==> src/common/ray_defs.svh <==
`ifndef RAY_DEFS_SVH
`define RAY_DEFS_SVH

// ray ID width, 512 entries
`define RAY_ID_W 9

`define RAY_DEPTH 512

// origin and direction
`define RAY_VEC_W 192

// sideband tag width
`define SB_WIDTH 8

// memory read latency in cycles
`define RD_LATENCY 2

`endif

==> src/common/ray_pkg.sv <==
`include "ray_defs.svh"

package ray_pkg;

	// ray identifier, indexes the ray memory
	typedef logic [`RAY_ID_W-1:0] ray_id_t;

	// stored ray vector
	typedef logic [`RAY_VEC_W-1:0] ray_vec_t;

	// write loader states
	typedef enum logic {
		LOAD_PASS,
		LOAD_HOLD
	} load_state_t;

endpackage : ray_pkg

==> src/raystore/ray_loader.sv <==
`timescale 1ns/10ps

module ray_loader import ray_pkg::*; (
	input  logic     clk,
	input  logic     rst_n,

	input  logic     w_valid,
	input  ray_id_t  w_id,
	input  ray_vec_t w_data,
	output logic     w_ready,

	input  logic     rd_accept,
	input  ray_id_t  rd_id,

	output logic     we,
	output ray_id_t  waddr,
	output ray_vec_t wdata
);

	load_state_t state;
	load_state_t state_next;
	ray_id_t     hold_id;
	ray_vec_t    hold_data;
	logic        collide;

	assign w_ready = (state == LOAD_PASS);
	// write hitting the ray being read this cycle
	assign collide = w_valid & rd_accept & (w_id == rd_id);

	always_comb begin
		state_next = state;
		we         = 1'b0;
		waddr      = w_id;
		wdata      = w_data;
		case (state)
			LOAD_PASS: begin
				if (collide) begin
					state_next = LOAD_HOLD;
				end else begin
					we = w_valid;
				end
			end
			LOAD_HOLD: begin
				// deferred write goes first
				we         = 1'b1;
				waddr      = hold_id;
				wdata      = hold_data;
				state_next = LOAD_PASS;
			end
			default: state_next = LOAD_PASS;
		endcase
	end

	always_ff @(posedge clk or negedge rst_n) begin
		if (!rst_n) begin
			state <= LOAD_PASS;
		end else begin
			state <= state_next;
		end
	end

	always_ff @(posedge clk) begin
		if (state == LOAD_PASS && collide) begin
			hold_id   <= w_id;
			hold_data <= w_data;
		end
	end

endmodule : ray_loader

==> config.mk <==
export PLATFORM = sky130hd
export DESIGN_NAME = ray_loader
export DESIGN_NICKNAME = d
export VERILOG_FILES = /design/src/common/ray_pkg.sv /design/src/raystore/ray_loader.sv
export VERILOG_INCLUDE_DIRS = /design/src /design/src/common
export SDC_FILE = /design/constraint.sdc
export NUM_CORES = 1
export LEC_CHECK = 0
export ABC_AREA = 1
export BUFFER_PORTS_ARGS = -buffer_cell sky130_fd_sc_hd__buf_4
export CAP_MARGIN = 20
export CELL_PAD_IN_SITES_DETAIL_PLACEMENT = 1
export CELL_PAD_IN_SITES_GLOBAL_PLACEMENT = 2
export CORE_AREA = 5 5 186 188
export DETAILED_ROUTE_END_ITERATION = 7
export DIE_AREA = 0 0 191 193
export PLACE_DENSITY = 0.91
export SLEW_MARGIN = 20
export SYNTH_ARGS = -nofsm -noshare
export SYNTH_HDL_FRONTEND = slang
export SYNTH_SLANG_ARGS = --single-unit
==> constraint.sdc <==
create_clock -name clk -period 14.8 [get_ports clk]
set_input_delay 1.48 -clock clk [delete_from_list [all_inputs] [get_ports clk]]
set_output_delay 1.48 -clock clk [all_outputs]
set_load 0.01 [all_outputs]
==> run metrics <==
Starting Density=0.265; critical path class=flop to output port; Power Density=around 100 nW/um2; fin cells=around 1800; Tmin final=approximately 4.8 ns; Worst EP required=between 10 and 15 ns; worst vdd ir=about 0.000075 V; # fillers=3886; crit share post-route=0.325; commonest non-fill, non-tap cell in the layout=nand2_1; post-route setup TNS=0 ns; Setup violations, final=0; max-cap viol count=0; Worst R2R Path Depth=7; Port Buffers=416; Setup crit start kind=flop; share of layout cells above drive strength 1=0.346; Leakage=5.97 nW; Worst Clk Skew=approximately 0.0074 ns; vias per cell=about 4.3; initial antenna violation count=0; Clock power frac=0.406; most frequent cells in the layout=nand2_1, buf_4, edfxtp_1; die footprint=36900 um2; reg2reg setup slack=about 11 ns; Setup crit end kind=output port; Die H=about 190 um; TritonRoute pass-1 iters=4; Num Clock Sinks=about 200; GRT Residual Overflow=0; count of pins over their slew limit=0; Routed WL=approximately 30000 um; gpl congestion=a little under 0.8; Comb pwr share=0.115; HP Class=primary input to asynchronous set/reset pin; largest net degree at the start of global routing=104; Max Root-Sink Buffers=3; setup repair after global routing missed its margin=no; status=completed; Die X-Extent=about 190 um; first-pass GRT wire length=around 44000 um; FMAX=about 0.21 GHz; Inst Count DP=approximately 1700; Reg2Reg Capture Point=hold_data[117]; Rows=between 60 and 70; hpwl dp=about 22000 um; gr usage total=0.151; DR WL/cell=~17 um; clock-pin slew on the worst setup and hold paths=roughly 0.050 ns; Net Count, Synth=1104; Worst Max-Slew Pin Slew=~1.0 ns; nets=1508; Residual DRC=0; sequential power share=0.479; DR iter-0 viols=around 270; DR vias=around 7500; syn_area_per_cell=roughly 9.8 um2; CTS buffer count=24; register area share after synthesis=0.693; Tot Pwr=around 1.3 mW; Seq cells post-synth=approximately 200; Mapped Area=around 9000 um2; # IOs=approximately 420; Crit Path Max Fanout=approximately 100; Yosys cell types=12; relative slew slack=0.308; root buffer cell=clkbuf_16; pre-CTS setup slack=approximately 10 ns; endpoint arrival time on the critical path=about 3.3 ns; Post-Syn Instances=890; H-tree levels=1; core region area=32900 um2; P_sw=slightly below 0.3 mW; Ys Warns=0; post-CTS setup buffers=0; number of global-route vias before repair=around 8000; Routed Antenna Nets=0; slack of the critical path=between 9 and 10 ns; Fin. Hold Viols=0; Diodes inserted=0; Area Overhead vs Synth=48.0%; worst skew pair latency=around 0.51 ns; cts hold-fix bufs=0; CTS tree=yes; Switching Share=0.224; RR Startpoint=state; Int Pwr=roughly 1.0 mW; Post-CTS Resized=0
## how the worst max path moves through the flow
stage | start | endpoint | slack [ns]
floorplan | w_id[3] | we | 2.50
global placement | w_id[0] | we | 10.26
detailed placement | w_id[0] | we | 10.23
CTS | state | we | 9.84
global route | state | we | 9.72
finish | state | we | 9.99
## flip-flops by register name, indices dropped and copies added, names as in the netlist
signal / cells
hold_data: 192
hold_id: 9
state: 1
## stage by stage
| step | util | area, um2 | hold WS, ns |
|---|---|---|---|
| after floorplan | - | 8740 | 1.18 |
| after global placement | 0.372 | 12200 | 1.26 |
| after detailed placement | 0.372 | 12200 | 1.26 |
| after CTS | 0.393 | 12900 | 0.698 |
| after global routing | 0.393 | 12900 | 0.701 |
| final | 0.393 | 12900 | 0.733 |
## cell type report
class	count	area [um2]	area share
clock buffer	34	659	0.0510
tap	448	561	0.0433
inverter	15	61.3	0.00474
sequential	202	6060	0.469
multi-input combinational	629	2390	0.185
clock inverter	7	33.8	0.00261
timing repair buffer	422	3170	0.245
## metal layers
metal / vias up / global-route usage / wire (um)
met2: 286 / 0.277 / 15200
met5: - / 0 / 0
met1: 3523 / 0.165 / 11100
met4: 0 / 0.0359 / 583
li1: 3658 / - / -
met3: 37 / 0.0601 / 3170
## cells in the mapped netlist, drive strengths merged
library cell  instances  area (um2)
buf                  40         228
clkbuf                4        15.0
dfrtp                 1        25.0
edfxtp              201        6040
inv                  15        56.3
nand2               610        2290
nand3                 3        15.0
nor2                  7        26.3
o21ai                 7        35.0
xnor2                 2        17.5
## kinds of logic after synthesis
family | share of synthesized area
and+or+nand+nor | 0.267
DFF | 0.693
buffers and inverters | 0.0342
AOI/OAI and AO/OA | 0.00401
xor gates and xnor gates | 0.00200
## power groups by stage
stage / sequential, mW / combinational (mW) / clock, mW
after floorplan: 0.642 / 0.0436 / 0
after global placement: 0.642 / 0.150 / 0
after detailed placement: 0.642 / 0.153 / 0
after CTS: 0.630 / 0.154 / 0.555
after global routing: 0.629 / 0.165 / 0.581
final: 0.630 / 0.151 / 0.533
## critical path, cell delays in order (launching register included)
cell	delay [ns]
dfrtp_4	0.68
inv_6	0.64
nand3_1	0.15
nor2_1	0.16
nand3_1	0.14
nor2_4	0.10
buf_4	0.65
nor2_1	0.09
buf_4	0.18
No activity file was read; power rests on OpenSTA's default activity.
